===== src/verilog/hdmi_aux_pkg.sv =====
////////////////////////////////////////////////////////////////////////////
// HDMI auxiliary packet definitions for the AVI InfoFrame path
// Packet constants, field widths and assembler states
////////////////////////////////////////////////////////////////////////////
package hdmi_aux_pkg;

    typedef logic [7:0]  pb_byte_t;    // One packet byte
    typedef logic [23:0] header_t;     // HB2 HB1 HB0, HB0 in low byte
    typedef logic [55:0] subpacket_t;  // Seven bytes, PB(7i) in low byte
    typedef logic [7:0]  ecc_t;        // BCH parity byte
    typedef logic [6:0]  vic_t;        // Video ID code
    typedef logic [1:0]  field2_t;     // Generic 2-bit field code
    typedef logic [2:0]  ext_color_t;  // Extended colorimetry EC2..EC0
    typedef logic [3:0]  nibble_t;     // AF aspect, pixel repetition
    typedef logic [4:0]  cycle_idx_t;  // Cycle within a data island packet

    // InfoFrame flag in bit 7 over type 2
    localparam pb_byte_t AVI_TYPE    = 8'h82;
    localparam pb_byte_t AVI_VERSION = 8'h02;
    localparam pb_byte_t AVI_LENGTH  = 8'h0D;

    localparam int PKT_CYCLES      = 32;  // Cycles per packet
    localparam int HDR_DATA_CYCLES = 24;  // Header payload, then 8 parity
    localparam int SUB_DATA_CYCLES = 28;  // Subpacket payload, then 4 parity

    // x^8 + x^7 + x^6 + 1, reflected for an LSB-first shift
    localparam ecc_t BCH_POLY = 8'b1000_0011;

    typedef enum logic
    {
        ASM_IDLE,  // Waiting for a frame
        ASM_SEND   // Serializing 32 cycles
    } asm_state_e;

endpackage

===== src/verilog/avi_packet_top.sv =====
////////////////////////////////////////////////////////////////////////////
// AVI InfoFrame packet top level
// Capture, frame builder and packet assembler in a pipeline
////////////////////////////////////////////////////////////////////////////
module avi_packet_top
(
    input  logic                     clk_pixel,
    input  logic                     rst_n,
    input  logic                     in_valid,
    output logic                     in_ready,
    input  hdmi_aux_pkg::field2_t    video_format,
    input  logic                     active_format_present,
    input  hdmi_aux_pkg::field2_t    bar_info,
    input  hdmi_aux_pkg::field2_t    scan_info,
    input  hdmi_aux_pkg::field2_t    colorimetry,
    input  hdmi_aux_pkg::field2_t    picture_aspect,
    input  hdmi_aux_pkg::nibble_t    active_format_aspect,
    input  logic                     it_content,
    input  hdmi_aux_pkg::ext_color_t ext_colorimetry,
    input  hdmi_aux_pkg::field2_t    rgb_quant_range,
    input  hdmi_aux_pkg::field2_t    nonuniform_scaling,
    input  hdmi_aux_pkg::vic_t       video_id_code,
    input  hdmi_aux_pkg::field2_t    ycc_quant_range,
    input  hdmi_aux_pkg::field2_t    content_type,
    input  hdmi_aux_pkg::nibble_t    pixel_repetition,
    input  logic                     out_ready,
    output logic                     out_valid,
    output logic                     out_hdr_bit,   // Channel 0 bit 2
    output logic [7:0]               out_sub_bits,  // Channels 1 and 2
    output logic                     out_first,
    output logic                     out_last
);
    import hdmi_aux_pkg::*;

    // Capture to builder
    logic       cap_valid;
    logic       cap_ready;
    field2_t    cap_video_format;
    logic       cap_active_format_present;
    field2_t    cap_bar_info;
    field2_t    cap_scan_info;
    field2_t    cap_colorimetry;
    field2_t    cap_picture_aspect;
    nibble_t    cap_active_format_aspect;
    logic       cap_it_content;
    ext_color_t cap_ext_colorimetry;
    field2_t    cap_rgb_quant_range;
    field2_t    cap_nonuniform_scaling;
    vic_t       cap_video_id_code;
    field2_t    cap_ycc_quant_range;
    field2_t    cap_content_type;
    nibble_t    cap_pixel_repetition;

    // Builder to assembler
    logic       frm_valid;
    logic       frm_ready;
    header_t    frm_header;
    subpacket_t frm_sub0;
    subpacket_t frm_sub1;
    subpacket_t frm_sub2;
    subpacket_t frm_sub3;

    // Port names match across stages
    avi_field_capture u_capture (.*);

    avi_info_frame    u_builder (.*);

    packet_assembler  u_assembler (.*);

endmodule


===== src/verilog/packet_assembler.sv =====
////////////////////////////////////////////////////////////////////////////
// Data island packet assembler
// Serializes header and subpackets over 32 cycles and appends BCH parity
////////////////////////////////////////////////////////////////////////////
module packet_assembler
(
    input  logic                     clk_pixel,
    input  logic                     rst_n,
    input  logic                     frm_valid,
    input  hdmi_aux_pkg::header_t    frm_header,
    input  hdmi_aux_pkg::subpacket_t frm_sub0,
    input  hdmi_aux_pkg::subpacket_t frm_sub1,
    input  hdmi_aux_pkg::subpacket_t frm_sub2,
    input  hdmi_aux_pkg::subpacket_t frm_sub3,
    input  logic                     out_ready,
    output logic                     frm_ready,
    output logic                     out_valid,
    output logic                     out_hdr_bit,
    output logic [7:0]               out_sub_bits,  // Pair per subpacket, even bit first
    output logic                     out_first,
    output logic                     out_last
);
    import hdmi_aux_pkg::*;

    localparam cycle_idx_t LAST_IDX = cycle_idx_t'(PKT_CYCLES - 1);

    asm_state_e state;
    cycle_idx_t cycle_idx;   // Cycle currently on the outputs
    header_t    hdr_sr;      // Header bits, LSB out first
    subpacket_t sub_sr [4];  // Subpacket bits, two per cycle
    ecc_t       hdr_par;
    ecc_t       sub_par [4];
    cycle_idx_t hdr_off;     // Position within header parity
    cycle_idx_t sub_off;     // Position within subpacket parity
    logic       accept;
    logic       load;
    logic       hdr_data;
    logic       sub_data;

    assign accept    = out_valid & out_ready;
    assign frm_ready = (state == ASM_IDLE) | (accept & out_last);  // Back to back
    assign load      = frm_valid & frm_ready;
    assign hdr_data  = cycle_idx < cycle_idx_t'(HDR_DATA_CYCLES);
    assign sub_data  = cycle_idx < cycle_idx_t'(SUB_DATA_CYCLES);
    assign hdr_off   = cycle_idx - cycle_idx_t'(HDR_DATA_CYCLES);
    assign sub_off   = cycle_idx - cycle_idx_t'(SUB_DATA_CYCLES);

    // FSM with registered framing flags
    always_ff @(posedge clk_pixel)
    begin
        if (!rst_n)
        begin
            state     <= ASM_IDLE;
            cycle_idx <= '0;
            out_valid <= 1'b0;
            out_first <= 1'b0;
            out_last  <= 1'b0;
        end
        else if (load)
        begin
            state     <= ASM_SEND;
            cycle_idx <= '0;
            out_valid <= 1'b1;
            out_first <= 1'b1;
            out_last  <= 1'b0;
        end
        else if (accept)
        begin
            out_first <= 1'b0;
            if (out_last)
            begin
                state     <= ASM_IDLE;  // No frame waiting
                out_valid <= 1'b0;
                out_last  <= 1'b0;
            end
            else
            begin
                cycle_idx <= cycle_idx + 1'b1;
                out_last  <= (cycle_idx == LAST_IDX - 1'b1);
            end
        end
    end

    // Payload shift registers, no reset
    always_ff @(posedge clk_pixel)
    begin
        if (load)
        begin
            hdr_sr    <= frm_header;
            sub_sr[0] <= frm_sub0;
            sub_sr[1] <= frm_sub1;
            sub_sr[2] <= frm_sub2;
            sub_sr[3] <= frm_sub3;
        end
        else if (accept)
        begin
            if (hdr_data)
                hdr_sr <= hdr_sr >> 1;
            if (sub_data)
                for (int i = 0; i < 4; i++)
                    sub_sr[i] <= sub_sr[i] >> 2;
        end
    end

    // Data first, then parity LSB first
    assign out_hdr_bit = hdr_data ? hdr_sr[0] : hdr_par[hdr_off[2:0]];

    bch_parity #(.BITS_PER_STEP(1)) u_hdr_bch
    (
        .clk_pixel (clk_pixel),
        .rst_n     (rst_n),
        .clr       (load),
        .step      (accept & hdr_data),
        .data_bits ({1'b0, hdr_sr[0]}),
        .parity    (hdr_par)
    );

    for (genvar i = 0; i < 4; i++)
    begin : g_sub
        assign out_sub_bits[2*i +: 2] = sub_data ? sub_sr[i][1:0] :
            {sub_par[i][{sub_off[1:0], 1'b1}], sub_par[i][{sub_off[1:0], 1'b0}]};

        bch_parity #(.BITS_PER_STEP(2)) u_sub_bch
        (
            .clk_pixel (clk_pixel),
            .rst_n     (rst_n),
            .clr       (load),
            .step      (accept & sub_data),
            .data_bits (sub_sr[i][1:0]),
            .parity    (sub_par[i])
        );
    end

    a_idle_quiet: assert property (@(posedge clk_pixel) disable iff (!rst_n)
        state == ASM_IDLE |-> !out_valid);

    a_last_cycle: assert property (@(posedge clk_pixel) disable iff (!rst_n)
        out_last |-> cycle_idx == LAST_IDX);

endmodule


===== src/verilog/avi_info_frame.sv =====
////////////////////////////////////////////////////////////////////////////
// AVI InfoFrame builder
// Forms header, checksum and four registered subpackets from a field set
////////////////////////////////////////////////////////////////////////////
module avi_info_frame
(
    input  logic                     clk_pixel,
    input  logic                     rst_n,
    input  logic                     cap_valid,
    input  hdmi_aux_pkg::field2_t    cap_video_format,
    input  logic                     cap_active_format_present,
    input  hdmi_aux_pkg::field2_t    cap_bar_info,
    input  hdmi_aux_pkg::field2_t    cap_scan_info,
    input  hdmi_aux_pkg::field2_t    cap_colorimetry,
    input  hdmi_aux_pkg::field2_t    cap_picture_aspect,
    input  hdmi_aux_pkg::nibble_t    cap_active_format_aspect,
    input  logic                     cap_it_content,
    input  hdmi_aux_pkg::ext_color_t cap_ext_colorimetry,
    input  hdmi_aux_pkg::field2_t    cap_rgb_quant_range,
    input  hdmi_aux_pkg::field2_t    cap_nonuniform_scaling,
    input  hdmi_aux_pkg::vic_t       cap_video_id_code,
    input  hdmi_aux_pkg::field2_t    cap_ycc_quant_range,
    input  hdmi_aux_pkg::field2_t    cap_content_type,
    input  hdmi_aux_pkg::nibble_t    cap_pixel_repetition,
    input  logic                     frm_ready,
    output logic                     cap_ready,
    output logic                     frm_valid,
    output hdmi_aux_pkg::header_t    frm_header,
    output hdmi_aux_pkg::subpacket_t frm_sub0,   // PB0..PB6
    output hdmi_aux_pkg::subpacket_t frm_sub1,   // PB7..PB13
    output hdmi_aux_pkg::subpacket_t frm_sub2,   // PB14..PB20, reserved
    output hdmi_aux_pkg::subpacket_t frm_sub3    // PB21..PB27, reserved
);
    import hdmi_aux_pkg::*;

    header_t    header;
    pb_byte_t   pb [28];
    subpacket_t sub [4];
    logic       take;  // Cap handshake

    assign header    = {AVI_LENGTH, AVI_VERSION, AVI_TYPE};
    assign cap_ready = ~frm_valid | frm_ready;  // Empty or draining now
    assign take      = cap_valid & cap_ready;

    always_comb
    begin
        pb_byte_t sum;
        pb    = '{default: 8'h00};
        pb[1] = {1'b0, cap_video_format, cap_active_format_present,
                 cap_bar_info, cap_scan_info};
        pb[2] = {cap_colorimetry, cap_picture_aspect, cap_active_format_aspect};
        pb[3] = {cap_it_content, cap_ext_colorimetry, cap_rgb_quant_range,
                 cap_nonuniform_scaling};
        pb[4] = {1'b0, cap_video_id_code};
        pb[5] = {cap_ycc_quant_range, cap_content_type, cap_pixel_repetition};
        if (cap_bar_info != 2'b00)
        begin
            // Bar pattern, PB13 down is 00 00 FF FF 00 00 FF FF
            pb[6]  = 8'hFF;
            pb[7]  = 8'hFF;
            pb[10] = 8'hFF;
            pb[11] = 8'hFF;
        end
        sum = header[7:0] + header[15:8] + header[23:16];
        for (int k = 1; k < 14; k++)
            sum = sum + pb[k];
        pb[0] = 8'h00 - sum;  // Whole frame sums to zero
        for (int s = 0; s < 4; s++)
            for (int k = 0; k < 7; k++)
                sub[s][8*k +: 8] = pb[7*s + k];
    end

    always_ff @(posedge clk_pixel)
    begin
        if (!rst_n)
            frm_valid <= 1'b0;
        else if (take)
            frm_valid <= 1'b1;
        else if (frm_ready)
            frm_valid <= 1'b0;  // Assembler took it
    end

    always_ff @(posedge clk_pixel)
    begin
        if (take)
        begin
            frm_header <= header;
            frm_sub0   <= sub[0];
            frm_sub1   <= sub[1];
            frm_sub2   <= sub[2];
            frm_sub3   <= sub[3];
        end
    end

    a_frm_hold: assert property (@(posedge clk_pixel) disable iff (!rst_n)
        frm_valid && !frm_ready |=> frm_valid &&
        $stable({frm_header, frm_sub0, frm_sub1, frm_sub2, frm_sub3}));

endmodule


===== src/verilog/avi_field_capture.sv =====
////////////////////////////////////////////////////////////////////////////
// AVI field capture
// One-entry buffer that holds an accepted field set for the frame builder
////////////////////////////////////////////////////////////////////////////
module avi_field_capture
(
    input  logic                     clk_pixel,
    input  logic                     rst_n,
    input  logic                     in_valid,
    input  logic                     cap_ready,
    input  hdmi_aux_pkg::field2_t    video_format,       // RGB, 422, 444
    input  logic                     active_format_present,
    input  hdmi_aux_pkg::field2_t    bar_info,
    input  hdmi_aux_pkg::field2_t    scan_info,
    input  hdmi_aux_pkg::field2_t    colorimetry,
    input  hdmi_aux_pkg::field2_t    picture_aspect,
    input  hdmi_aux_pkg::nibble_t    active_format_aspect,
    input  logic                     it_content,
    input  hdmi_aux_pkg::ext_color_t ext_colorimetry,    // Valid when colorimetry is 3
    input  hdmi_aux_pkg::field2_t    rgb_quant_range,
    input  hdmi_aux_pkg::field2_t    nonuniform_scaling,
    input  hdmi_aux_pkg::vic_t       video_id_code,
    input  hdmi_aux_pkg::field2_t    ycc_quant_range,
    input  hdmi_aux_pkg::field2_t    content_type,
    input  hdmi_aux_pkg::nibble_t    pixel_repetition,
    output logic                     in_ready,
    output logic                     cap_valid,
    output hdmi_aux_pkg::field2_t    cap_video_format,
    output logic                     cap_active_format_present,
    output hdmi_aux_pkg::field2_t    cap_bar_info,
    output hdmi_aux_pkg::field2_t    cap_scan_info,
    output hdmi_aux_pkg::field2_t    cap_colorimetry,
    output hdmi_aux_pkg::field2_t    cap_picture_aspect,
    output hdmi_aux_pkg::nibble_t    cap_active_format_aspect,
    output logic                     cap_it_content,
    output hdmi_aux_pkg::ext_color_t cap_ext_colorimetry,
    output hdmi_aux_pkg::field2_t    cap_rgb_quant_range,
    output hdmi_aux_pkg::field2_t    cap_nonuniform_scaling,
    output hdmi_aux_pkg::vic_t       cap_video_id_code,
    output hdmi_aux_pkg::field2_t    cap_ycc_quant_range,
    output hdmi_aux_pkg::field2_t    cap_content_type,
    output hdmi_aux_pkg::nibble_t    cap_pixel_repetition
);
    import hdmi_aux_pkg::*;

    logic full;    // Entry occupied
    logic accept;  // Input transfer this edge

    assign in_ready  = ~full;
    assign cap_valid = full;
    assign accept    = in_valid & in_ready;

    always_ff @(posedge clk_pixel)
    begin
        if (!rst_n)
            full <= 1'b0;
        else if (accept)
            full <= 1'b1;
        else if (cap_ready)
            full <= 1'b0;  // Builder took the set
    end

    // Field payload, no reset
    always_ff @(posedge clk_pixel)
    begin
        if (accept)
        begin
            cap_video_format          <= video_format;
            cap_active_format_present <= active_format_present;
            cap_bar_info              <= bar_info;
            cap_scan_info             <= scan_info;
            cap_colorimetry           <= colorimetry;
            cap_picture_aspect        <= picture_aspect;
            cap_active_format_aspect  <= active_format_aspect;
            cap_it_content            <= it_content;
            cap_ext_colorimetry       <= ext_colorimetry;
            cap_rgb_quant_range       <= rgb_quant_range;
            cap_nonuniform_scaling    <= nonuniform_scaling;
            cap_video_id_code         <= video_id_code;
            cap_ycc_quant_range       <= ycc_quant_range;
            cap_content_type          <= content_type;
            cap_pixel_repetition      <= pixel_repetition;
        end
    end

    // Source must hold valid and fields until the transfer
    a_in_stable: assert property (@(posedge clk_pixel) disable iff (!rst_n)
        in_valid && !in_ready |=> in_valid && $stable({video_format,
        active_format_present, bar_info, scan_info, colorimetry, picture_aspect,
        active_format_aspect, it_content, ext_colorimetry, rgb_quant_range,
        nonuniform_scaling, video_id_code, ycc_quant_range, content_type,
        pixel_repetition}));

endmodule


===== src/verilog/bch_parity.sv =====
////////////////////////////////////////////////////////////////////////////
// Serial BCH parity for data island packets
// BCH(32,24) at one bit per step, BCH(64,56) at two
////////////////////////////////////////////////////////////////////////////
module bch_parity
#(
    parameter int BITS_PER_STEP = 1  // 1 or 2
)
(
    input  logic               clk_pixel,
    input  logic               rst_n,
    input  logic               clr,        // Start of a new message
    input  logic               step,       // Fold in data_bits
    input  logic [1:0]         data_bits,  // Bit 0 first
    output hdmi_aux_pkg::ecc_t parity
);
    import hdmi_aux_pkg::*;

    ecc_t par_next;

    // LSB-first LFSR, one iteration per message bit
    always_comb
    begin
        par_next = parity;
        for (int b = 0; b < BITS_PER_STEP; b++)
        begin
            if (par_next[0] ^ data_bits[b])
                par_next = (par_next >> 1) ^ BCH_POLY;
            else
                par_next = par_next >> 1;
        end
    end

    always_ff @(posedge clk_pixel)
    begin
        if (!rst_n || clr)
            parity <= '0;
        else if (step)
            parity <= par_next;  // Holds between steps and after the last one
    end

endmodule


===== config.mk =====
export PLATFORM = sky130hd
export DESIGN_NAME = avi_packet_top
export DESIGN_NICKNAME = d
export VERILOG_FILES = /design/src/verilog/hdmi_aux_pkg.sv /design/src/verilog/avi_packet_top.sv /design/src/verilog/packet_assembler.sv /design/src/verilog/avi_info_frame.sv /design/src/verilog/avi_field_capture.sv /design/src/verilog/bch_parity.sv
export SDC_FILE = /design/constraint.sdc
export NUM_CORES = 1
export LEC_CHECK = 0
export ABC_CLOCK_PERIOD_IN_PS = 8800
export BUFFER_PORTS_ARGS = -buffer_cell sky130_fd_sc_hd__buf_2
export CORE_MARGIN = 4
export CORE_UTILIZATION = 65
export CTS_CLUSTER_SIZE = 8
export DETAILED_ROUTE_END_ITERATION = 8
export PLACE_DENSITY_LB_ADDON = 0.1
export SLEW_MARGIN = 10
export SYNTH_ARGS = -nofsm -noshare
export SYNTH_HDL_FRONTEND = slang
export SYNTH_SLANG_ARGS = --single-unit

===== constraint.sdc =====
create_clock -name clk_pixel -period 8.8 [get_ports clk_pixel]
set_input_delay 1.32 -clock clk_pixel [delete_from_list [all_inputs] [get_ports clk_pixel]]
set_output_delay 1.32 -clock clk_pixel [all_outputs]
set_load 0.01 [all_outputs]

==> metrics.yaml, run 1 <==
layout:
  layout.nets: 828
  antennaDiodeCount: 0
  fillers: 886
  final_cell_mix: "edfxtp_1, inv_1, nand2_1"
  layout_commonest_cell: "edfxtp_1"
  area_delta_synth_final_pct: 13.9
  drive_above_1_share_pct: 15.7
pwr:
  powerDensity_nw_per_um2: 257
  p_total_mw: 2.82
  ir_worst_vdd_v: 0.000214
  power_leakage_nw: 4.35
clocking:
  clkSinkCount: 227
  htreeDepth: 2
  cts_root_buffer: "clkbuf_16"
  cts.path.max_buffers: 3
  cts.clk_slew.worst_paths_ps: 50
  post_cts_buffers: 0
  cts-resized-gates: 0
  clkLatencyLatePin_ps: 490
  tritoncts: "built"
  ctsHoldBuffers: 0
  cts_buffers: 34
routing:
  dr.pass1.iters: 4
  drt-total-wl_um: 16800
  via_per_inst: 5.65
  vias: 5274
  wl_per_cell_um: 18.0
  first_iter_violations: 343
  drc: 0
  ant_nets: 0
die:
  coreArea_um2: 14500
  rows: 44
  dieWidth_um: 130
  pin_count: 55
  dieArea_um2: 16800
  initial_core_util_pct: 66.2
  die-height_um: 130
timing:
  period_share_pct: 55.6
  rsz0062_at_grt: "false"
  final_hold_viol_count: 0
  setup_tns_ps: 0
  skew_ps: 13.8
  fin_crit_ps: 4890
  maxSlewHeadroom_pct: 19.4
  fmax_ghz: 0.205
  report.final.slew_viol_count: 0
  tightest_slew_ps: 1210
  finalSetupViolCount: 0
worst_setup_path:
  r2r_cells: 16
  cp_cell_sequence: "or2_2 > fa_1 > inv_1 > fa_1 > fa_1 > inv_1 > fa_1 > inv_1 > fa_1 > ha_1 > inv_1 > fa_1 > inv_1 > a21o_1 > a21oi_1 > xnor3_1"
  cp_slowest_cell: "fa_1"
  r2r_start: "u_capture.cap_bar_info[0]$_DFFE_PP_"
  r2r_setup_slack_ps: 3910
  worstPathArrival_ps: 5110
  cp_top_family: "adder cells"
  worst_r2r_endpoint: "u_builder.frm_sub0[7]$_DFFE_PP_"
  worstSetupStartpointType: "register"
  crit_buf_inv: 5
  worstPathRequired_ps: 9020
  crit_fanout: 7
  worst_path_most_repeated_cell: "fa_1"
  max_stage_delay_ps: 550
  cp-end-kind: "register"
  worstSetupPathType: "register to register"
  cp-startpoint: "u_capture.cap_bar_info[0]$_DFFE_PP_"
synth:
  postSynthCellCount: 676
  syn_avg_cell_area_um2: 14.2
  ys_ff_latch: 227
  synth_area_leaders: "edfxtp_1, dfxtp_1, fa_1"
  synth_top_area_cell: "edfxtp_1"
  synth_top_area_share_pct: 54.9
  synth-seq-area-share_pct: 65.5
  ys_types: 40
  ys.warnings.count: 0
  syn_nets: 764
  synthesis.area_um2: 9630
worst_hold_path:
  hold_path_depth: 0
  hold_end: "u_builder.frm_sub0[30]$_DFFE_PP_"
  hold_class: "register to register"
  hp-start: "u_capture.cap_ext_colorimetry[2]$_DFFE_PP_"
place:
  portBuffers: 54
  hpwl_um: 10400
  gp_congestion: 0.779
global_route:
  grtUsageTotal_pct: 21.1
  grt_pass1_wl_um: 27400
  grt_max_degree: 72
  grt_pass1_vias: 5469
  antenna_found_initial: 0
  grt.overflow.total: 0
outcome:
  outcome: "complete, no violations"
flow_run:
  drv_cap: 0
[Yosys cell counts]
cell	count
or3_1	1
xnor2_1	24
clkbuf_1	16
a21o_1	16
a211oi_1	8
nand3_1	4
dfxtp_1	51
mux4_2	9
buf_6	1
xor2_1	13
and2_1	19
o21a_1	1
buf_2	7
buf_4	6
nand2_2	1
a22o_1	46
a31o_2	1
and3_1	11
a21oi_1	26
nand2b_1	6
nor2_1	25
nor2b_1	3
inv_2	1
a21boi_2	1
a21boi_0	1
nand2_1	59
and3b_1	1
a31oi_1	1
fa_1	32
edfxtp_1	176
inv_1	67
ha_1	14
mux2i_1	11
nand4_1	3
o21ai_0	2
or2_2	2
nor3_1	4
buf_1	3
nor2_2	2
xnor3_1	1
[power by group]
part           leakage [nW]  switching (mW)  total, mW  internal [mW]
Sequential             2.07          0.0239       1.27           1.25
Clock                 0.447           0.421       1.13          0.712
Combinational          1.83           0.221      0.413          0.192
Total                  4.35           0.666       2.82           2.15
[worst max path at each step]
| stage | endpoint | slack (ps) | depth (start not counted) |
|---|---|---|---|
| after floorplan | u_builder.frm_sub0[7]$_DFFE_PP_ | 4160 | 16 |
| after global placement | u_builder.frm_sub0[7]$_DFFE_PP_ | 4060 | 16 |
| after detailed placement | u_builder.frm_sub0[7]$_DFFE_PP_ | 3930 | 16 |
| after CTS | u_builder.frm_sub0[7]$_DFFE_PP_ | 3890 | 16 |
| after global routing | u_builder.frm_sub0[7]$_DFFE_PP_ | 3690 | 16 |
| final | u_builder.frm_sub0[7]$_DFFE_PP_ | 3910 | 16 |
[area by class of cell]
class / count / area, um2 / share of cell area [%]
Clock buffer: 44 / 910 / 8.29
Clock inverter: 2 / 16.3 / 0.148
Inverter: 68 / 255 / 2.33
Multi-Input combinational cell: 348 / 2930 / 26.7
Sequential cell: 227 / 6310 / 57.5
Tap cell: 184 / 230 / 2.10
Timing Repair Buffer: 61 / 323 / 2.94
[state kept, by name, indices dropped and copies added, names as in the netlist, 4 cells and up]
signal	flops
u_assembler.cycle_idx	5
u_assembler.g_sub.u_sub_bch.parity	32
u_assembler.hdr_sr	20
u_assembler.sub_sr	72
u_assembler.u_hdr_bch.parity	8
u_builder.frm_sub0	47
u_capture.cap_active_format_aspect	4
u_capture.cap_pixel_repetition	4
u_capture.cap_video_id_code	7
[stage by stage]
stage	area, um2	setup WS (ps)	hold slack, ps	utilization [%]	std cells
finish	11000	3910	444	75.5	934
floorplan	9630	4160	426	-	676
global route	11000	3690	456	75.5	934
detailed placement	10000	3930	434	69.1	888
CTS	11000	3890	448	75.5	934
global placement	10000	4060	431	69.1	888
[per-layer routing]
layer	GRT usage, %	part of all wire, %	routed length, um	vias to the layer above
met5	0	0	0	-
met4	6.36	2.5	422	0
met3	4.95	5.4	910	32
met2	36.5	52	8720	133
met1	26.8	40	6720	2608
li1	-	-	-	2501
[kinds of logic (layout without fill, tap and decap cells)]
family / after synthesis / after routing / share of synthesized area (%)
buffers and inverters: 101 / 175 / 4.34
XOR/XNOR: 38 / 38 / 3.60
AND/OR/NAND/NOR: 141 / 141 / 6.90
adder cells (fa/ha/maj): 46 / 46 / 8.47
multiplexers: 20 / 20 / 3.25
flip-flops: 227 / 227 / 65.5
AO/OA/AOI/OAI: 103 / 103 / 7.94
Power figures use the tool's default switching activity.
==> run 2: changes to the inputs <==
Settings changed: ABC_CLOCK_PERIOD_IN_PS 8800 to 4070, CORE_UTILIZATION 65 to 55.
Clock period 8.8 ns to 4.07 ns, I/O delays scaled along.
==> run 2 against run 1 <==
Effect of this change: the flow now finishes with violations (setup timing); largest power group unchanged; critical path depth unchanged; setup slack got worse by 4200 ps; final cell count increased by 5.7%; via count decreased by 0.21%; sequential power increased by 120%; register-to-register slack got worse by 4200 ps; core utilization decreased by 11 points; power increased by 120%; count of clock-buffer cells in the layout increased by 1; sequential share of layout area decreased by 1.0 points; first-iteration DRC count decreased by 4.1%; clock power increased by 120%.
==> metrics.yaml, run 2 (same netlist as run 1, synthesis figures left out) <==
layout:
  layout.nets: 839
  fillers: 1276
  multiInputGateArea_um2: 2960
  final_cell_mix: "edfxtp_1, inv_1, nand2_1"
  area_delta_synth_final_pct: 16.0
  register_area_um2: 6310
  post_layout_nonfiller_instances: 987
  final_area_um2: 11200
  antennaDiodeCount: 0
  largest_register_ffs: 72
  reg_top3: "u_assembler.sub_sr (72), u_builder.frm_sub0 (47), u_assembler.g_sub.u_sub_bch.parity (32)"
  drive_above_1_share_pct: 18.9
  largest_register: "u_assembler.sub_sr"
  layout_commonest_cell: "edfxtp_1"
worst_setup_path:
  r2r_cells: 16
  r2r_start: "u_capture.cap_bar_info[1]$_DFFE_PP_"
  max_stage_delay_ps: 540
  cp_top_family: "adder cells"
  worst_r2r_endpoint: "u_builder.frm_sub0[7]$_DFFE_PP_"
  r2r_setup_slack_ps: -300
  cp_cell_sequence: "or2_4 > fa_1 > inv_2 > fa_2 > fa_1 > inv_2 > fa_2 > inv_2 > fa_1 > ha_2 > inv_2 > fa_2 > inv_1 > a21o_1 > a21oi_2 > xnor3_1"
  path_depth: 16
  crit_end: "u_builder.frm_sub0[7]$_DFFE_PP_"
  crit_buf_inv: 5
  worstSetupPathType: "register to register"
  cp-startpoint: "u_capture.cap_bar_info[1]$_DFFE_PP_"
  cp-end-kind: "register"
  worstPathRequired_ps: 4290
  worstSetupStartpointType: "register"
  crit_fanout: 2
  worst_path_most_repeated_cell: "inv_2"
  cp_slowest_cell: "fa_1"
  worstPathArrival_ps: 4590
timing:
  finalSetupViolCount: 3
  fmax_ghz: 0.229
  skew_ps: 12.2
  setup_ws_ps: -304
  fin_crit_ps: 4370
  setup_tns_ps: -611
  maxSlewHeadroom_pct: 19.6
  report.final.slew_viol_count: 0
  rsz0062_at_grt: "true"
  period_share_pct: 107
  final_hold_viol_count: 0
  tightest_slew_ps: 1200
global_route:
  grt.overflow.total: 0
  grt_pass1_wl_um: 28000
  grtUsageTotal_pct: 17.7
  grt_max_degree: 49
  antenna_found_initial: 0
  grt_pass1_vias: 5558
clocking:
  htreeDepth: 2
  ctsHoldBuffers: 0
  cts_buffers: 34
  cts.path.max_buffers: 3
  cts.clk_slew.worst_paths_ps: 50
  clkLatencyLatePin_ps: 490
  tritoncts: "built"
  clkSinkCount: 227
  cts_root_buffer: "clkbuf_16"
pwr:
  ir_worst_vdd_v: 0.000432
  powerDensity_nw_per_um2: 560
  p_total_mw: 6.25
  power_leakage_nw: 4.41
place:
  portBuffers: 54
  hpwl_um: 10800
  place_ws_ps: -357
  gp_congestion: 0.753
  dpl_cell_area_um2: 10200
  dpl.cell_count: 936
routing:
  dr.pass1.iters: 4
  wl_per_cell_um: 17.2
  via_per_inst: 5.33
  vias: 5263
  drc: 0
  first_iter_violations: 329
  drt-total-wl_um: 17000
  ant_nets: 0
die:
  pin_count: 55
  rows: 48
  coreArea_um2: 17200
  die-height_um: 140
  initial_core_util_pct: 55.9
  dieArea_um2: 19700
  dieWidth_um: 140
outcome:
  outcome: "finished with violations"
  violations: "setup timing"
flow_run:
  drv_cap: 0
worst_hold_path:
  hold_class: "input port to register"
[run 2: area by class of cell]
type	instances	share of cell area, %
Sequential cell	227	56.5
Multi-Input combinational cell	348	26.5
Clock buffer	45	8.18
Inverter	68	2.29
Timing Repair Buffer	72	3.89
Tap cell	225	2.52
Clock inverter	2	0.146
[run 2: metrics by stage]
| step | util [%] | hold WS (ps) |
|---|---|---|
| after floorplan | - | 426 |
| after global placement | 59.1 | 429 |
| after detailed placement | 59.1 | 444 |
| after CTS | 64.8 | 284 |
| after global routing | 64.8 | 287 |
| final | 64.8 | 302 |
[run 2: metal layers]
metal,global-route usage (%),routed length [um],vias to the layer above
met4,4.18,231,0
met3,4.06,864,21
met1,23.4,7290,2598
met5,0,0,-
li1,-,-,2513
met2,30.0,8620,131
[run 2: power by group]
group | internal (mW) | switching (mW)
Sequential | 2.69 | 0.0534
Combinational | 0.515 | 0.532
Clock | 1.54 | 0.911
[run 2: what timing repair did]
item | CTS | global route
gates cloned | 0 | 0
setup endpoints to repair | 4 | 4
buffers inserted | 4 | 1
resized for setup | 5 | 4
pin swaps | 15 | 12
[run 2: worst min-delay path by stage]
stage               cells after the start  slack, ps                                    endpoint                                       startpoint
finish                                  1        300  u_capture.cap_rgb_quant_range[0]$_DFFE_PP_                               rgb_quant_range[0]
global route                            1        290    u_capture.cap_video_id_code[6]$_DFFE_PP_                                 video_id_code[6]
CTS                                     1        280  u_capture.cap_rgb_quant_range[0]$_DFFE_PP_                               rgb_quant_range[0]
detailed placement                      0        440            u_builder.frm_sub0[38]$_DFFE_PP_         u_capture.cap_video_id_code[6]$_DFFE_PP_
global placement                        0        430            u_builder.frm_sub0[27]$_DFFE_PP_       u_capture.cap_rgb_quant_range[1]$_DFFE_PP_
floorplan                               0        430            u_builder.frm_sub0[16]$_DFFE_PP_  u_capture.cap_active_format_aspect[0]$_DFFE_PP_
==> run 3: changes to the inputs <==
Settings changed: CORE_MARGIN 4 to 2.
==> run 3 against run 2 <==
Effect of this change: the flow still finishes with violations (setup timing); combinational power barely moved; first-iteration DRC count fell by 2.4%; clock power rose by 4%; sequential power barely moved; largest power group unchanged; highest routed layer unchanged.
==> metrics.yaml, run 3 (same netlist as run 1, synthesis figures left out) <==
timing:
  period_share_pct: 105
  final_hold_viol_count: 0
  fin_hold_ws_ps: 296
  maxSlewHeadroom_pct: 36.6
  skew_ps: 14.5
  tightest_slew_ps: 951
  fin_crit_ps: 4280
  rsz0062_at_grt: "true"
  setup_ws_ps: -213
  finalSetupViolCount: 3
  report.final.slew_viol_count: 0
  setup_tns_ps: -393
  fmax_ghz: 0.234
global_route:
  grt_pass1_wl_um: 27100
  grt_pass1_vias: 5329
  grtUsageTotal_pct: 19.0
  grt_max_degree: 50
  grt.overflow.total: 0
  antenna_found_initial: 0
clocking:
  cts.path.max_buffers: 3
  clkLatencyLatePin_ps: 490
  tritoncts: "built"
  ctsHoldBuffers: 0
  htreeDepth: 2
  cts.clk_slew.worst_paths_ps: 50
  cts_buffers: 34
  clkSinkCount: 227
  cts_root_buffer: "clkbuf_16"
pwr:
  switching_share_pct: 23.6
  ir_worst_vdd_v: 0.000392
  powerDensity_nw_per_um2: 565
  p_clk_share_pct: 40.1
  seqPwrFrac_pct: 43.3
  p_sw_mw: 1.50
  power_leakage_nw: 4.44
  p_int_mw: 4.85
  combPwrFrac_pct: 16.6
place:
  hpwl_um: 10300
  dpl_cell_area_um2: 10200
  portBuffers: 54
  gp_congestion: 0.799
routing:
  wl_met3_um: 796
  wl_per_cell_um: 16.8
  dr.pass1.iters: 4
  drc: 0
  drt-total-wl_um: 16600
  wl_met2_um: 8330
  highest_layer: "met4"
  first_iter_violations: 321
  met1_length_um: 7190
  ant_nets: 0
  vias: 5267
  via_per_inst: 5.32
layout:
  final_area_um2: 11200
  drive_above_1_share_pct: 19.2
  area_delta_synth_final_pct: 16.7
  reg_top3: "u_assembler.sub_sr (72), u_builder.frm_sub0 (47), u_assembler.g_sub.u_sub_bch.parity (32)"
  largest_register: "u_assembler.sub_sr"
  final_cell_mix: "edfxtp_1, inv_1, nand2_1"
  layout_commonest_cell: "edfxtp_1"
  largest_register_ffs: 72
  layout.nets: 841
  antennaDiodeCount: 0
flow_run:
  drv_cap: 0
die:
  dieArea_um2: 18600
  pin_count: 55
  initial_core_util_pct: 56.1
  dieWidth_um: 136
  die-height_um: 136
  coreArea_um2: 17200
  rows: 48
worst_hold_path:
  hold_class: "input port to register"
worst_setup_path:
  worstPathArrival_ps: 4520
  worstSetupPathType: "register to register"
  worstSetupStartpointType: "register"
  cp-end-kind: "register"
  worstPathRequired_ps: 4300
  crit_fanout: 4
outcome:
  violations: "setup timing"
  outcome: "finished with violations"
[run 3: path summary, 6_finish.rpt]
kind | startpoint | end | slack (ps) | cells past startpoint
worst max-delay path | u_capture.cap_bar_info[1]$_DFFE_PP_ | u_builder.frm_sub0[7]$_DFFE_PP_ | -210 | 16
worst min-delay path | active_format_aspect[1] | u_capture.cap_active_format_aspect[1]$_DFFE_PP_ | 300 | 1
worst max register to register | u_capture.cap_bar_info[1]$_DFFE_PP_ | u_builder.frm_sub0[7]$_DFFE_PP_ | -210 | 16
worst min register to register | u_capture.cap_scan_info[1]$_DFFE_PP_ | u_builder.frm_sub0[9]$_DFFE_PP_ | 440 | 0
[run 3: layer usage]
layer,GRT usage [%],vias to the layer above
met5,0,-
met4,6.08,0
met3,4.33,28
met2,31.8,125
met1,24.9,2593
li1,-,2521
[run 3: layout make-up]
| type | count | area (um2) |
|---|---|---|
| flip-flops and latches | 227 | 6310 |
| fillers | 1260 | 5940 |
| multi-input cells | 348 | 2970 |
| clock buffers | 47 | 963 |
| repair buffers | 74 | 449 |
| well taps | 225 | 282 |
| inverters | 68 | 255 |
| clock inverters | 1 | 7.51 |
[run 3: power groups by stage]
stage | clock network (mW) | registers (mW) | logic, mW
after floorplan | 0 | 2.77 | 0.700
after global placement | 0 | 2.79 | 0.940
after detailed placement | 0 | 2.79 | 0.959
after CTS | 2.58 | 2.75 | 1.03
after global routing | 2.68 | 2.76 | 1.19
final | 2.54 | 2.75 | 1.06
[run 3: critical path, stage by stage (launching register included)]
cell and delay (ps):
edfxtp_1 380, or2_4 280, fa_1 500, inv_1 50
fa_2 330, inv_2 60, fa_1 420, fa_1 510
inv_1 50, fa_1 490, ha_2 180, inv_2 40
fa_2 350, inv_1 60, a21o_1 110, a21oi_2 50
xnor3_1 170
[run 3: what timing repair did]
| action | 4_1_cts | 5_1_grt |
|---|---|---|
| gates resized for setup | 4 | 5 |
| gates cloned | 0 | 0 |
| endpoints found under the setup margin | 4 | 4 |
| pin swaps | 9 | 10 |
| buffers inserted | 4 | 1 |
[run 3: stage by stage]
stage                     power, mW  util [%]  worst slack (ps)  cells
final                          6.35      65.4              -213    990
after global placement         3.73      59.4              -203    938
after CTS                      6.36      65.3              -220    990
after detailed placement       3.75      59.4              -286    938
after global routing           6.63      65.4              -369    990
after floorplan                3.47         -              -224    676
